**src/verilog/csi2_rx_settings.svh**
```systemverilog
`ifndef CSI2_RX_SETTINGS_SVH
`define CSI2_RX_SETTINGS_SVH

// input word from the lane merger.
`define CSI2_WORD_W       32

// one RAW10 group, four pixels packed into five bytes.
`define CSI2_GRP_W        40

`define CSI2_PIX_W        10

`define CSI2_PIX_PER_GRP  4

// data type field of the packet header.
`define CSI2_DT_RAW10     6'h2B

`endif
```
**src/verilog/csi2_rx_pkg.sv**
```systemverilog
`default_nettype none

`include "csi2_rx_settings.svh"

package csi2_rx_pkg;

  typedef struct packed {
    logic [7:0]  ecc;
    logic [15:0] wc;  // payload length in bytes.
    logic [1:0]  vc;
    logic [5:0]  dt;
  } csi2_hdr_t;

  // header beat vs payload beat.
  typedef union packed {
    csi2_hdr_t       hdr;
    logic [3:0][7:0] bytes;  // byte 0 goes first on the wire.
  } csi2_word_u;

  typedef struct packed {
    logic [`CSI2_WORD_W-1:0] data;
    logic                    last;
    logic                    valid;
  } stream32_t;

  typedef struct packed {
    logic [`CSI2_GRP_W-1:0] data;
    logic                   last;
    logic                   valid;
  } stream40_t;

  typedef logic [`CSI2_PIX_PER_GRP-1:0][`CSI2_PIX_W-1:0] pix_grp_t;

  typedef struct packed {
    pix_grp_t pix;
    logic     last;
    logic     valid;
  } pix_stream_t;

  typedef struct packed {
    logic [1:0]  vc;
    logic [5:0]  dt;
    logic [15:0] wc;
    logic        valid;
  } hdr_rpt_t;

endpackage

`default_nettype wire

```
**src/verilog/csi2_pkt_hdr_parser.sv**
```systemverilog
`timescale 1ns/1ps
`default_nettype none

`include "csi2_rx_settings.svh"

module csi2_pkt_hdr_parser
(
  input  wire                            clk_i,
  input  wire                            srst_i,
  input  wire csi2_rx_pkg::stream32_t    pkt_i,
  output logic                           pkt_ready_o,
  output csi2_rx_pkg::stream32_t         pay_o,
  input  wire                            pay_ready_i,
  output csi2_rx_pkg::hdr_rpt_t          hdr_o,
  output logic                           len_err_o
);

  import csi2_rx_pkg::*;

  typedef enum logic [1:0]
  {
    ST_HDR,
    ST_PASS,
    ST_DROP
  } state_t;

  state_t      state;
  state_t      next_state;
  csi2_word_u  in_w;
  logic        is_raw10;
  logic        in_xfer;
  logic        hdr_xfer;
  logic        pay_xfer;
  logic        pass_xfer;
  logic [15:0] byte_cnt;
  logic [15:0] byte_cnt_nxt;

  assign in_w     = pkt_i.data;
  assign is_raw10 = ( in_w.hdr.dt == `CSI2_DT_RAW10 );

  // only forwarded payload waits on the gearbox.
  assign pkt_ready_o = ( state == ST_PASS ) ? pay_ready_i : 1'b1;

  assign in_xfer   = pkt_i.valid && pkt_ready_o;
  assign hdr_xfer  = in_xfer && ( state == ST_HDR );
  assign pay_xfer  = in_xfer && ( state != ST_HDR );
  assign pass_xfer = in_xfer && ( state == ST_PASS );

  always_comb
  begin
    next_state = state;
    case ( state )
      ST_HDR:
      begin
        if ( hdr_xfer )
          next_state = is_raw10 ? ST_PASS : ST_DROP;
      end
      ST_PASS, ST_DROP:
      begin
        if ( pay_xfer && pkt_i.last )
          next_state = ST_HDR;
      end
      default:
      begin
        next_state = ST_HDR;
      end
    endcase
  end

  always_ff @( posedge clk_i )
    if ( srst_i )
      state <= ST_HDR;
    else
      state <= next_state;

  assign byte_cnt_nxt = byte_cnt + 16'd4;  // four bytes per beat.

  always_ff @( posedge clk_i )
    if ( srst_i )
      byte_cnt <= '0;
    else if ( hdr_xfer )
      byte_cnt <= '0;
    else if ( pay_xfer )
      byte_cnt <= byte_cnt_nxt;

  // hdr_o.wc holds the word count of the packet in flight.
  always_ff @( posedge clk_i )
    if ( srst_i )
      len_err_o <= 1'b0;
    else
      len_err_o <= pay_xfer && pkt_i.last && ( byte_cnt_nxt != hdr_o.wc );

  always_ff @( posedge clk_i )
    if ( srst_i )
      hdr_o.valid <= 1'b0;
    else
    begin
      hdr_o.valid <= hdr_xfer;
      if ( hdr_xfer )
      begin
        hdr_o.vc <= in_w.hdr.vc;
        hdr_o.dt <= in_w.hdr.dt;
        hdr_o.wc <= in_w.hdr.wc;
      end
    end

  always_ff @( posedge clk_i )
    if ( srst_i )
      pay_o.valid <= 1'b0;
    else if ( pass_xfer )
      pay_o <= pkt_i;
    else if ( pay_ready_i )
      pay_o.valid <= 1'b0;

endmodule

`default_nettype wire

```
**src/verilog/csi2_raw10_32b_40b_gbx.sv**
```systemverilog
`timescale 1ns/1ps
`default_nettype none

`include "csi2_rx_settings.svh"

module csi2_raw10_32b_40b_gbx
(
  input  wire                            clk_i,
  input  wire                            srst_i,
  input  wire csi2_rx_pkg::stream32_t    pkt_i,
  output logic                           pkt_ready_o,
  output csi2_rx_pkg::stream40_t         pkt_o,
  input  wire                            pkt_ready_i
);

  import csi2_rx_pkg::*;

  typedef enum logic [2:0]
  {
    FIRST_S,
    SECOND_S,
    THIRD_S,
    FOURTH_S,
    FIFTH_S
  } state_t;

  state_t                          state;
  state_t                          next_state;
  csi2_word_u                      in_w;
  csi2_word_u                      dly_w;
  logic                            in_xfer;
  logic [`CSI2_GRP_W/8-1:0][7:0]   grp_q;
  logic                            grp_last_q;
  logic                            grp_valid_q;

  assign pkt_ready_o = pkt_ready_i;
  assign in_xfer     = pkt_i.valid && pkt_ready_o;
  assign in_w        = pkt_i.data;

  always_comb
  begin
    next_state = state;
    if ( in_xfer )
    begin
      if ( pkt_i.last )
        next_state = FIRST_S;  // realign at packet end.
      else
        case ( state )
          FIRST_S:  next_state = SECOND_S;
          SECOND_S: next_state = THIRD_S;
          THIRD_S:  next_state = FOURTH_S;
          FOURTH_S: next_state = FIFTH_S;
          default:  next_state = FIRST_S;
        endcase
    end
  end

  always_ff @( posedge clk_i )
    if ( srst_i )
      state <= FIRST_S;
    else
      state <= next_state;

  // previous word, its upper bytes start the next group.
  always_ff @( posedge clk_i )
    if ( in_xfer )
      dly_w <= in_w;

  always_ff @( posedge clk_i )
    if ( in_xfer )
      case ( state )
        FIRST_S:
        begin
          grp_q[3:0] <= in_w.bytes;
        end
        SECOND_S:
        begin
          grp_q[4] <= in_w.bytes[0];
        end
        THIRD_S:
        begin
          grp_q[2:0] <= dly_w.bytes[3:1];
          grp_q[4:3] <= in_w.bytes[1:0];
        end
        FOURTH_S:
        begin
          grp_q[1:0] <= dly_w.bytes[3:2];
          grp_q[4:2] <= in_w.bytes[2:0];
        end
        FIFTH_S:
        begin
          grp_q[0]   <= dly_w.bytes[3];
          grp_q[4:1] <= in_w.bytes;
        end
        default:
        begin
          grp_q <= grp_q;
        end
      endcase

  // a group completes on every beat except the first of five.
  always_ff @( posedge clk_i )
    if ( srst_i )
      grp_valid_q <= 1'b0;
    else if ( in_xfer && ( state != FIRST_S ) )
      grp_valid_q <= 1'b1;
    else if ( pkt_ready_i )
      grp_valid_q <= 1'b0;

  always_ff @( posedge clk_i )
    if ( srst_i )
      grp_last_q <= 1'b0;
    else if ( in_xfer )
      grp_last_q <= pkt_i.last;

  assign pkt_o = '{data: grp_q, last: grp_last_q, valid: grp_valid_q};

endmodule

`default_nettype wire

```
**src/verilog/csi2_raw10_rx.sv**
```systemverilog
`timescale 1ns/1ps
`default_nettype none

module csi2_raw10_rx
(
  input  wire                            clk_i,
  input  wire                            srst_i,
  input  wire csi2_rx_pkg::stream32_t    pkt_i,
  output logic                           pkt_ready_o,
  output csi2_rx_pkg::pix_stream_t       pix_o,
  input  wire                            pix_ready_i,
  output csi2_rx_pkg::hdr_rpt_t          hdr_o,
  output logic                           len_err_o
);

  import csi2_rx_pkg::*;

  stream32_t pay_s;
  logic      pay_ready;
  stream40_t grp_s;
  logic      grp_ready;

  csi2_pkt_hdr_parser i_parser
  (
    .clk_i       ( clk_i       ),
    .srst_i      ( srst_i      ),
    .pkt_i       ( pkt_i       ),
    .pkt_ready_o ( pkt_ready_o ),
    .pay_o       ( pay_s       ),
    .pay_ready_i ( pay_ready   ),
    .hdr_o       ( hdr_o       ),
    .len_err_o   ( len_err_o   )
  );

  csi2_raw10_32b_40b_gbx i_gbx
  (
    .clk_i       ( clk_i     ),
    .srst_i      ( srst_i    ),
    .pkt_i       ( pay_s     ),
    .pkt_ready_o ( pay_ready ),
    .pkt_o       ( grp_s     ),
    .pkt_ready_i ( grp_ready )
  );

  csi2_raw10_unpacker i_unpacker
  (
    .clk_i       ( clk_i       ),
    .srst_i      ( srst_i      ),
    .grp_i       ( grp_s       ),
    .grp_ready_o ( grp_ready   ),
    .pix_o       ( pix_o       ),
    .pix_ready_i ( pix_ready_i )
  );

endmodule

`default_nettype wire

```
**src/verilog/csi2_raw10_unpacker.sv**
```systemverilog
`timescale 1ns/1ps
`default_nettype none

`include "csi2_rx_settings.svh"

module csi2_raw10_unpacker
(
  input  wire                            clk_i,
  input  wire                            srst_i,
  input  wire csi2_rx_pkg::stream40_t    grp_i,
  output logic                           grp_ready_o,
  output csi2_rx_pkg::pix_stream_t       pix_o,
  input  wire                            pix_ready_i
);

  import csi2_rx_pkg::*;

  logic [`CSI2_GRP_W/8-1:0][7:0] grp_b;
  pix_grp_t                      pix_d;
  logic                          grp_xfer;

  assign grp_ready_o = pix_ready_i;
  assign grp_xfer    = grp_i.valid && grp_ready_o;
  assign grp_b       = grp_i.data;

  // msbs in bytes 0..3, lsb pairs packed in byte 4.
  always_comb
  begin
    for ( int k = 0; k < `CSI2_PIX_PER_GRP; k++ )
      pix_d[k] = { grp_b[k], grp_b[`CSI2_PIX_PER_GRP][2*k+1 -: 2] };
  end

  always_ff @( posedge clk_i )
    if ( srst_i )
      pix_o.valid <= 1'b0;
    else if ( grp_xfer )
    begin
      pix_o.pix   <= pix_d;
      pix_o.last  <= grp_i.last;
      pix_o.valid <= 1'b1;
    end
    else if ( pix_ready_i )
      pix_o.valid <= 1'b0;  // drained.

endmodule

`default_nettype wire

```
**config.mk**
```make
export PLATFORM = sky130hd
export DESIGN_NAME = csi2_raw10_rx
export DESIGN_NICKNAME = d
export VERILOG_FILES = /design/src/verilog/csi2_rx_pkg.sv /design/src/verilog/csi2_pkt_hdr_parser.sv /design/src/verilog/csi2_raw10_32b_40b_gbx.sv /design/src/verilog/csi2_raw10_rx.sv /design/src/verilog/csi2_raw10_unpacker.sv
export VERILOG_INCLUDE_DIRS = /design/src /design/src/verilog
export SDC_FILE = /design/constraint.sdc
export NUM_CORES = 1
export LEC_CHECK = 0
export ABC_CLOCK_PERIOD_IN_PS = 4350
export BUFFER_PORTS_ARGS = -buffer_cell sky130_fd_sc_hd__buf_2
export CORE_UTILIZATION = 35
export CTS_CLUSTER_DIAMETER = 40
export DETAILED_ROUTE_END_ITERATION = 8
export HOLD_SLACK_MARGIN = 0.1
export SKIP_LAST_GASP = 1
export SLEW_MARGIN = 25
export SYNTH_ARGS = -nofsm -noshare
export SYNTH_HDL_FRONTEND = slang
export SYNTH_SLANG_ARGS = --single-unit
```
**constraint.sdc**
```tcl
create_clock -name clk_i -period 4.35 [get_ports clk_i]
set_clock_uncertainty 0.15 [all_clocks]
set_input_delay 0.2175 -clock clk_i [delete_from_list [all_inputs] [get_ports clk_i]]
set_output_delay 0.2175 -clock clk_i [all_outputs]
set_load 0.02 [all_outputs]
```
Word-level counts from Yosys, hierarchy flattened
Cells that the tools add are included.
{"block": "word_totals", "inputBits": 37, "word_cells": 76, "reg_bits": 197, "out_inout_bits": 69}
{"block": "classes", "n_eq_ne": 10, "reduce_logical": 26, "mux": 13, "bitwise_logic": 1, "n_addsub": 1}
{"operator": "32-bit case mux with 4 select lines", "count": 1}
{"operator": "8-bit case mux with 4 select lines", "count": 1}
{"operator": "16-bit by 3-bit adder with 16-bit output, second input constant", "count": 1}
{"operator": "16-bit inequality test", "count": 1}
{"operator": "3-bit case mux with 4 select lines", "count": 1}
{"operator": "2-bit AND reduction", "count": 6}
{"operator": "1-bit logical AND", "count": 9}
{"operator": "2-bit nonzero test", "count": 4}
{"operator": "4-bit nonzero test", "count": 2}
{"operator": "3-bit by 2-bit == test with 1-bit output, second input constant", "count": 2}
{"operator": "6-bit == test, second input constant", "count": 1}
{"operator": "2-bit 2-to-1 mux", "count": 3}
{"operator": "1-bit 2-to-1 mux", "count": 5}
{"operator": "2-bit by 1-bit inequality test with 1-bit output, second input constant", "count": 2}
{"operator": "2-bit case mux with 2 select lines", "count": 1}
{"operator": "2-bit OR reduction", "count": 2}
{"operator": "3-bit by 1-bit == test with 1-bit output, second input constant", "count": 1}
{"operator": "3-bit == test, second input constant", "count": 1}
{"operator": "3-bit logical NOT", "count": 1}
{"operator": "3-bit 2-to-1 mux", "count": 1}
{"operator": "3-bit nonzero test", "count": 1}
{"operator": "2-bit by 1-bit == test with 1-bit output, second input constant", "count": 1}
{"operator": "2-bit == test, second input constant", "count": 1}
{"operator": "2-bit logical NOT", "count": 1}
{"operator": "1-bit NOT", "count": 1}

Logic depth before layout (Yosys ltp)
Gate-level depths: netlist of the first run.
{"block": "depth", "word_depth": 7, "depth_mapped": 9}

Hierarchy
Synthesis of the first run repeated with hierarchy kept, for this count alone.
{"block": "hier_totals", "cells_unflattened": 567, "area_unflattened_um2": 7737.4}
{"module": "csi2_raw10_32b_40b_gbx", "instances": 1, "cells_each": 285, "seq_area_each_um2": 2021.9, "area_each_um2": 3413.3}
{"module": "csi2_pkt_hdr_parser", "instances": 1, "cells_each": 235, "seq_area_each_um2": 2092.0, "area_each_um2": 3042.9}
{"module": "csi2_raw10_unpacker", "instances": 1, "cells_each": 47, "seq_area_each_um2": 1251.2, "area_each_um2": 1281.2}

Worst setup path after synthesis of the first run
OpenSTA, ideal clock, no wires.
{"block": "synth_path", "kind": "register -> register", "start": "reg i_parser.state[1]", "end": "reg i_parser.pay_o[10] in the netlist's numbering (enable)", "synth_period_minus_slack_ps": 4290, "path_buffers": 1, "setup_ps": 471, "stages_incl_launch_ff": 7, "arrival_time_ps": 3668, "setup_slack_ps": 60, "required_ps": 3729, "path_cell_list": "dfxtp_1 inv_1 ha_1 or2b_1 nand2_1 clkbuf_1 nor3b_1"}
{"block": "synth_via", "elab_chain_cells": 5}
{"element": "from (decl)", "line": "csi2_pkt_hdr_parser.sv:27", "rtl": "state_t state;"}
{"element": "from (signal assigned)", "line": "csi2_pkt_hdr_parser.sv:74", "rtl": "state <= next_state;"}
{"element": "2-bit by 1-bit == test with 1-bit output", "line": "csi2_pkt_hdr_parser.sv:42", "rtl": "assign pkt_ready_o = ( state == ST_PASS ) ? pay_ready_i : 1'b1;"}
{"element": "1-bit 2-to-1 mux", "line": "csi2_pkt_hdr_parser.sv:42"}
{"element": "named net pkt_ready_o", "line": "csi2_raw10_rx.sv:9", "rtl": "output logic pkt_ready_o,"}
{"element": "1-bit logical AND", "line": "csi2_pkt_hdr_parser.sv:44", "rtl": "assign in_xfer = pkt_i.valid && pkt_ready_o;"}
{"element": "1-bit logical AND", "line": "csi2_pkt_hdr_parser.sv:47", "rtl": "assign pass_xfer = in_xfer && ( state == ST_PASS );"}
{"element": "2-bit AND reduction (no line)"}
{"element": "to (signal assigned)", "line": "csi2_pkt_hdr_parser.sv:111", "rtl": "pay_o <= pkt_i;"}
{"element": "to (decl)", "line": "csi2_pkt_hdr_parser.sv:12", "rtl": "output csi2_rx_pkg::stream32_t pay_o,"}
The timed path passes the listed nets, and every way through them passes these cells.
A chain may end at the register's enable or synchronous reset.

Final worst setup path of the first run
{"block": "layout_path", "start": "reg i_gbx.state[1]", "end": "reg i_gbx.grp_q, in the netlist i_gbx.pkt_o[26] (data pin)"}
{"block": "layout_via", "elab_chain_cells": 2, "elab_cells_between_ends": 5, "cone_classes": "eq/ne (3); mux (1); reduce/logical (1)"}
{"element": "from (decl)", "line": "csi2_raw10_32b_40b_gbx.sv:27", "rtl": "state_t state;"}
{"element": "from (signal assigned)", "line": "csi2_raw10_32b_40b_gbx.sv:62", "rtl": "state <= next_state;"}
{"element": "3-bit == test, or another cell as far along", "line": "csi2_raw10_32b_40b_gbx.sv:71", "rtl": "case ( state )"}
{"element": "32-bit case mux with 4 select lines *", "line": "csi2_raw10_32b_40b_gbx.sv:71"}
{"element": "to (signal assigned)", "line": "csi2_raw10_32b_40b_gbx.sv:97", "rtl": "grp_q <= grp_q;"}
{"element": "to (decl)", "line": "csi2_raw10_32b_40b_gbx.sv:32", "rtl": "logic [`CSI2_GRP_W/8-1:0][7:0] grp_q;"}
Every way passes the cells marked *; elsewhere a longest branch is shown, timed or not.

==> impl_metrics.csv, run 1 <==
group,metric,value,unit
status,status,"finished clean",
floorplanning,pin_count,106,
min_path,min_path_type,"in2reg",
clock_network,cts_buffers,17,
route,wl_met1,7.39,mm
route,vias_per_cell,4.99,
sta,setup_violations,0,
critical_path,critPathLaunchType,"flop",
layout,final_util,0.443,
sta,final.setup.worst_slack,1.55,ns
layout,diodes,0,
critical_path,slowest_stage,"nand2_1",
route,wl,16.6,mm
route,drt-pass1-iter-count,4,
clock_network,cts_max_path_buffers,2,
sta,tightest_slew,0.950,ns
placement,hpwl,11.2,mm
critical_path,path_class,"reg2reg",
sta,clock.fmax,358,MHz
route,remaining_drc_errors,0,
global_routing,grt_max_degree,46,
route,num_vias,4783,
floorplanning,fp.dieW,149,um
clock_network,path_clk_slew,0.07,ns
route,drt_iter0_markers,333,
synthesis,postSynth.asyncResetShare,0,
power_and_ir_drop,ir_worst_vdd,0.000288,V
floorplanning,rows,53,
critical_path,required,4.38,ns
synthesis,synth.distinct_cells,50,
placement,place_area,8400,um^2
min_path,hold_end,"i_parser.byte_cnt[10]",
critical_path,reg2reg_from,"i_gbx.state[1]",
global_routing,grtUsageTotal,0.155,
sta,period_minus_slack,2.80,ns
layout,nets,710,
sta,finalCritPeriodShare,0.643,
power_and_ir_drop,finalPower,3.58,mW
clock_network,clk_latency,0.43,ns
clock_network,cts_root_buffer,"clkbuf_16",
synthesis,synth.area.top_cells,"edfxtp_1 (64%), dfxtp_1 (6.6%), mux2i_1 (5.5%), nand2_1 (3.0%), o221a_2 (2.8%)",
synthesis,ys_ff_latch,187,
sta,hold_viol_final,0,
floorplanning,fp.dieH,149,um
synthesis,synth.top_cell.area_share,0.640,
route,wl_met2,8.12,mm
critical_path,slowest_delay,0.73,ns
synthesis,synth_common_cells,"edfxtp_1 (162), nand2_1 (60), mux2i_1 (42)",
route,wl_met3,796,um
min_path,min-delay-start,"srst_i",
synthesis,synth_most_common_cell,"edfxtp_1",
floorplanning,core-area,21200,um^2
sta,timing.hold.ws,0.105,ns
layout,final_area,9370,um^2
placement,dpl.cell_count,888,
floorplanning,dieArea,22300,um^2
floorplanning,initial_core_util,0.359,
synthesis,synth.largest_area_cell,"edfxtp_1",
critical_path,crit_fanout,21,
placement,dp_slack,1.57,ns
critical_path,cp_data_arrival_time,2.83,ns
layout,drive_above_1_share,0.264,
power_and_ir_drop,p_leak,3.12,nW
sta,rsz0062_at_grt,"false",
sta,max_slew_margin,0.364,
synthesis,synth_area,7600,um^2
critical_path,cp_cell_sequence,"nor2_1 > nand2_1 > nand2_1 > o221a_2",
critical_path,path_common_cell,"nand2_1",
synthesis,synth_flop_cell,"edfxtp_1",
synthesis,synth_nets,574,
route,maxUsedRoutingLayer,"met4",
synthesis,yosysWarnings,0,
critical_path,worstReg2RegEnd,"i_gbx.pkt_o[26]",
layout,n_fill_cell,1904,
global_routing,antenna_found_initial,0,
clock_network,cts_tree,"yes",
layout,stdcell_count,958,
sta,setup_tns,0,ns
placement,place.gp.congestion,0.836,
clock_network,clock_sinks,187,
global_routing,grt.overflow.total,0,
run,max-cap-violations,0,
synthesis,avgSynthCellArea,14.2,um^2
global_routing,grt_pass1_wl,25.6,mm
min_path,hold_path_depth,2,
clock_network,htree_levels,4,
power_and_ir_drop,p_per_area,382,nW/um^2
synthesis,synth.yosys.seq_area_share,0.706,
route,ant_nets,0,
critical_path,ff2ff_path_depth,4,
critical_path,rrSetupSlack,1.55,ns
layout,area_growth,23.2,%
global_routing,grt_pass1_vias,4758,
route,avgRoutedWirePerCell,17.3,um
synthesis,syn_inst,534,
placement,portBuffers,105,
synthesis,synth_edf_count,162,
critical_path,worst_setup_path_end_kind,"flop",
sta,slew_viol_final,0,
clock_network,post_cts_buffers,0,
[where the power goes]
group          internal (mW)  switching, mW
Sequential              1.94         0.0105
Clock                  0.765          0.732
Combinational         0.0581         0.0724
[cell families after synthesis]
group / count (synthesis) / share of synthesized area
DFF: 187 / 0.706
and+or+nand+nor: 152 / 0.103
AOI/OAI and AO/OA: 98 / 0.0922
muxes: 42 / 0.0553
buffers and inverters: 36 / 0.0204
xor gates and xnor gates: 16 / 0.0184
adders and majority gates: 3 / 0.00494
[state kept, by name, summed over array words and instances (netlist names)]
register,flops
i_parser.byte_cnt,14
i_parser.pay_o,34
i_gbx.pkt_o,40
i_parser.hdr_o,25
i_gbx.state,3
i_parser.len_err_o,1
i_parser.state,2
i_gbx.dly_w,24
i_unpacker.pix_o,42
i_gbx.grp_last_q,1
i_gbx.grp_valid_q,1
[per-layer routing]
| metal | vias to the layer above | global-route usage |
|---|---|---|
| met4 | 0 | 0.0587 |
| met1 | 2316 | 0.196 |
| li1 | 2302 | - |
| met3 | 25 | 0.0358 |
| met5 | - | 0 |
| met2 | 140 | 0.256 |
[cell usage in the layout (no fill, tap or decap), types with 4 or more instances in the layout]
cell and instances:
edfxtp_1 162, buf_2 105, nand2_1 60, mux2i_1 42
dlygate4sd3_1 37, nor2_1 29, a21oi_1 28, dfxtp_1 24
o221a_2 19, o21ai_0 18, clkbuf_16 17, o211ai_1 16
xnor2_1 11, or3_1 7, nand2b_1 6, nor2b_1 6
nand3_1 6, xor2_1 5, inv_8 5, inv_6 5
buf_4 5, a221o_1 4, inv_1 4, nand4_1 4
a31oi_1 4, nor3b_1 4, nor3_1 4
[critical path: cells and delay by family, from the launching register on]
family | cells | cell delay [ns]
flops | 1 | 0.43
compound gates | 1 | 0.47
simple gates | 3 | 1.48
[worst max path at each step]
stage          slack (ns)  cells after the start               from                  to
2_1_floorplan        0.06                      6  i_parser.state[1]  i_parser.pay_o[10]
3_3_place_gp         1.72                      4     i_gbx.state[1]     i_gbx.pkt_o[30]
3_5_place_dp         1.57                      4     i_gbx.state[1]     i_gbx.pkt_o[26]
4_1_cts              1.57                      4     i_gbx.state[1]     i_gbx.pkt_o[26]
5_1_grt              1.38                      4     i_gbx.state[1]     i_gbx.pkt_o[26]
6_report             1.55                      4     i_gbx.state[1]     i_gbx.pkt_o[26]
[final cells by class]
cell class,instances,area (um^2),area share
Inverter,5,18.8,0.00200
Sequential cell,187,5370,0.573
Clock buffer,17,425,0.0454
Timing Repair Buffer,148,961,0.103
Clock inverter,15,146,0.0156
Tap cell,275,344,0.0367
Multi-Input combinational cell,311,2100,0.225
[what timing repair did]
action / 4_1_cts / 5_1_grt
endpoints found under the setup margin: 0 / 0
hold endpoints to repair: 63 / 0
hold buffers: 37 / 0
gates resized for setup: 0 / 0
(Power assumes the default switching activity.)
==> inputs of run 2 (changes only) <==
Settings changed: ABC_CLOCK_PERIOD_IN_PS 4350 to 2300.
Clock period 4.35 ns to 2.3 ns, I/O delays scaled along.
==> impl_metrics.csv, run 2 (synthesis gave the netlist of run 1 again) <==
group,metric,value,unit
status,status,"finished clean",
placement,dp_slack,0.131,ns
critical_path,rrSetupSlack,0.16,ns
layout,multi_input_area,2140,um^2
critical_path,path_depth,7,
route,drt-pass1-iter-count,5,
clock_network,path_clk_slew,0.07,ns
clock_network,cts_root_buffer,"clkbuf_16",
global_routing,grtUsageTotal,0.158,
critical_path,cp_data_arrival_time,2.30,ns
sta,setup_tns,0,ns
critical_path,critPathTopFamily,"simple AND/OR/NAND/NOR gates",
global_routing,grt_max_degree,46,
power_and_ir_drop,p_per_area,728,nW/um^2
sta,clock.fmax,467,MHz
critical_path,required,2.46,ns
route,wl,16.7,mm
power_and_ir_drop,p_leak,3.21,nW
global_routing,grt_pass1_wl,26.0,mm
floorplanning,fp.dieW,149,um
layout,final_cell_mix,"edfxtp_1 (162), buf_2 (105), nand2_1 (59)",
sta,final.setup.worst_slack,0.157,ns
floorplanning,core-area,21200,um^2
sta,period_minus_slack,2.14,ns
route,avgRoutedWirePerCell,17.2,um
clock_network,cts_buffers,17,
critical_path,worstReg2RegEnd,"i_parser.len_err_o",
critical_path,crit_start,"i_parser.byte_cnt[2]",
placement,portBuffers,105,
critical_path,slowest_stage,"dfxtp_1",
floorplanning,initial_core_util,0.359,
critical_path,slowest_delay,0.47,ns
floorplanning,pin_count,106,
route,remaining_drc_errors,0,
layout,final_common_cell,"edfxtp_1",
clock_network,cts_hold_buf,38,
sta,max_slew_margin,0.478,
power_and_ir_drop,ir_worst_vdd,0.000528,V
clock_network,post_cts_buffers,0,
critical_path,reg2reg_from,"i_parser.byte_cnt[2]",
critical_path,worst-path-buf-inv,0,
sta,rsz0062_at_grt,"false",
route,ant_nets,0,
critical_path,worst_setup_path_end_kind,"flop",
route,drt_iter0_markers,247,
sta,hold_viol_final,0,
sta,tightest_slew,0.781,ns
layout,n_fill_cell,1884,
layout,area_growth,25.5,%
clock_network,cts_tree,"yes",
layout,nets,721,
global_routing,grt.overflow.total,0,
global_routing,grt_pass1_vias,4697,
floorplanning,dieArea,22300,um^2
clock_network,clk_latency,0.43,ns
floorplanning,fp.dieH,149,um
critical_path,critPathLaunchType,"flop",
sta,finalCritPeriodShare,0.932,
critical_path,path_class,"reg2reg",
sta,slew_viol_final,0,
floorplanning,rows,53,
placement,hpwl,11.6,mm
global_routing,antenna_found_initial,0,
critical_path,cp-endpoint,"i_parser.len_err_o",
layout,diodes,0,
layout,drive_above_1_share,0.275,
route,vias_per_cell,5.01,
layout,largest_register_ffs,42,
layout,seq_area,5370,um^2
critical_path,crit_fanout,8,
critical_path,cp_cell_sequence,"ha_1 > nand3_2 > nor2_2 > nor2_1 > a2111oi_0 > nor4b_2 > a31oi_1",
clock_network,cts_max_path_buffers,2,
layout,final_util,0.451,
sta,setup_violations,0,
route,num_vias,4859,
clock_network,htree_levels,4,
run,max-cap-violations,0,
clock_network,clock_sinks,187,
clock_network,cts_resized,0,
layout,largest-register,"i_unpacker.pix_o",
min_path,min_path_type,"in2reg",
critical_path,ff2ff_path_depth,7,
placement,place.gp.congestion,0.799,
[run 2: cell types whose count changed in the layout (fill, tap and decap cells not counted), moves of 2 or more]
cell       change
buf_4          +8
inv_8          -5
buf_12         +3
bufinv_16      +3
clkbuf_1       +3
inv_6          -3
clkbuf_8       +2
nor3b_2        -2
nor3b_4        +2
[run 2: power by group]
group / total [mW] / internal (mW) / switching [mW]
Clock: 2.99 / 1.77 / 1.22
Sequential: 3.70 / 3.68 / 0.0211
Combinational: 0.259 / 0.118 / 0.141
[run 2: final cells by class]
type,instances,share of cell area
flip-flops and latches,187,0.563
repair buffers,159,0.111
multi-input cells,311,0.224
clock inverters,10,0.0148
inverters,5,0.00197
well taps,275,0.0361
clock buffers,22,0.0487
[run 2: worst min-delay path by stage]
stage / startpoint / to / depth (start not counted)
2_1_floorplan: pkt_i[19] / i_parser.hdr_o[10] / 0
3_3_place_gp: pkt_i[29] / i_parser.pay_o[29] / 1
3_5_place_dp: pkt_i[28] / i_parser.pay_o[28] / 1
4_1_cts: pkt_i[28] / i_parser.pay_o[28] / 2
5_1_grt: pkt_i[29] / i_parser.pay_o[29] / 2
6_report: pkt_i[32] / i_parser.pay_o[32] / 2
[run 2: metal layers]
layer	vias to the layer above	routed length (um)	GRT usage
met5	-	0	0
met4	0	454	0.0714
met3	26	705	0.0339
met2	144	8090	0.259
met1	2357	7440	0.200
li1	2332	-	-
[run 2: worst reg2reg max path, delay by kind of cell (launching register included)]
family,cells,cell delay (ns)
adder cells (fa/ha/maj),1,0.27
AO/OA/AOI/OAI,2,0.43
flip-flops,1,0.47
AND/OR/NAND/NOR,4,0.71
[run 2: per-stage QoR]
| stage | std cells | power, mW | instance area (um^2) | hold WS, ns |
|---|---|---|---|---|
| floorplan | 534 | 3.88 | 7660 | 0.0639 |
| detailed placement | 899 | 3.99 | 8550 | 0.152 |
| global placement | 899 | 3.99 | 8550 | 0.147 |
| finish | 969 | 6.95 | 9540 | 0.253 |
| CTS | 969 | 7.02 | 9540 | 0.236 |
| global route | 969 | 7.16 | 9540 | 0.254 |
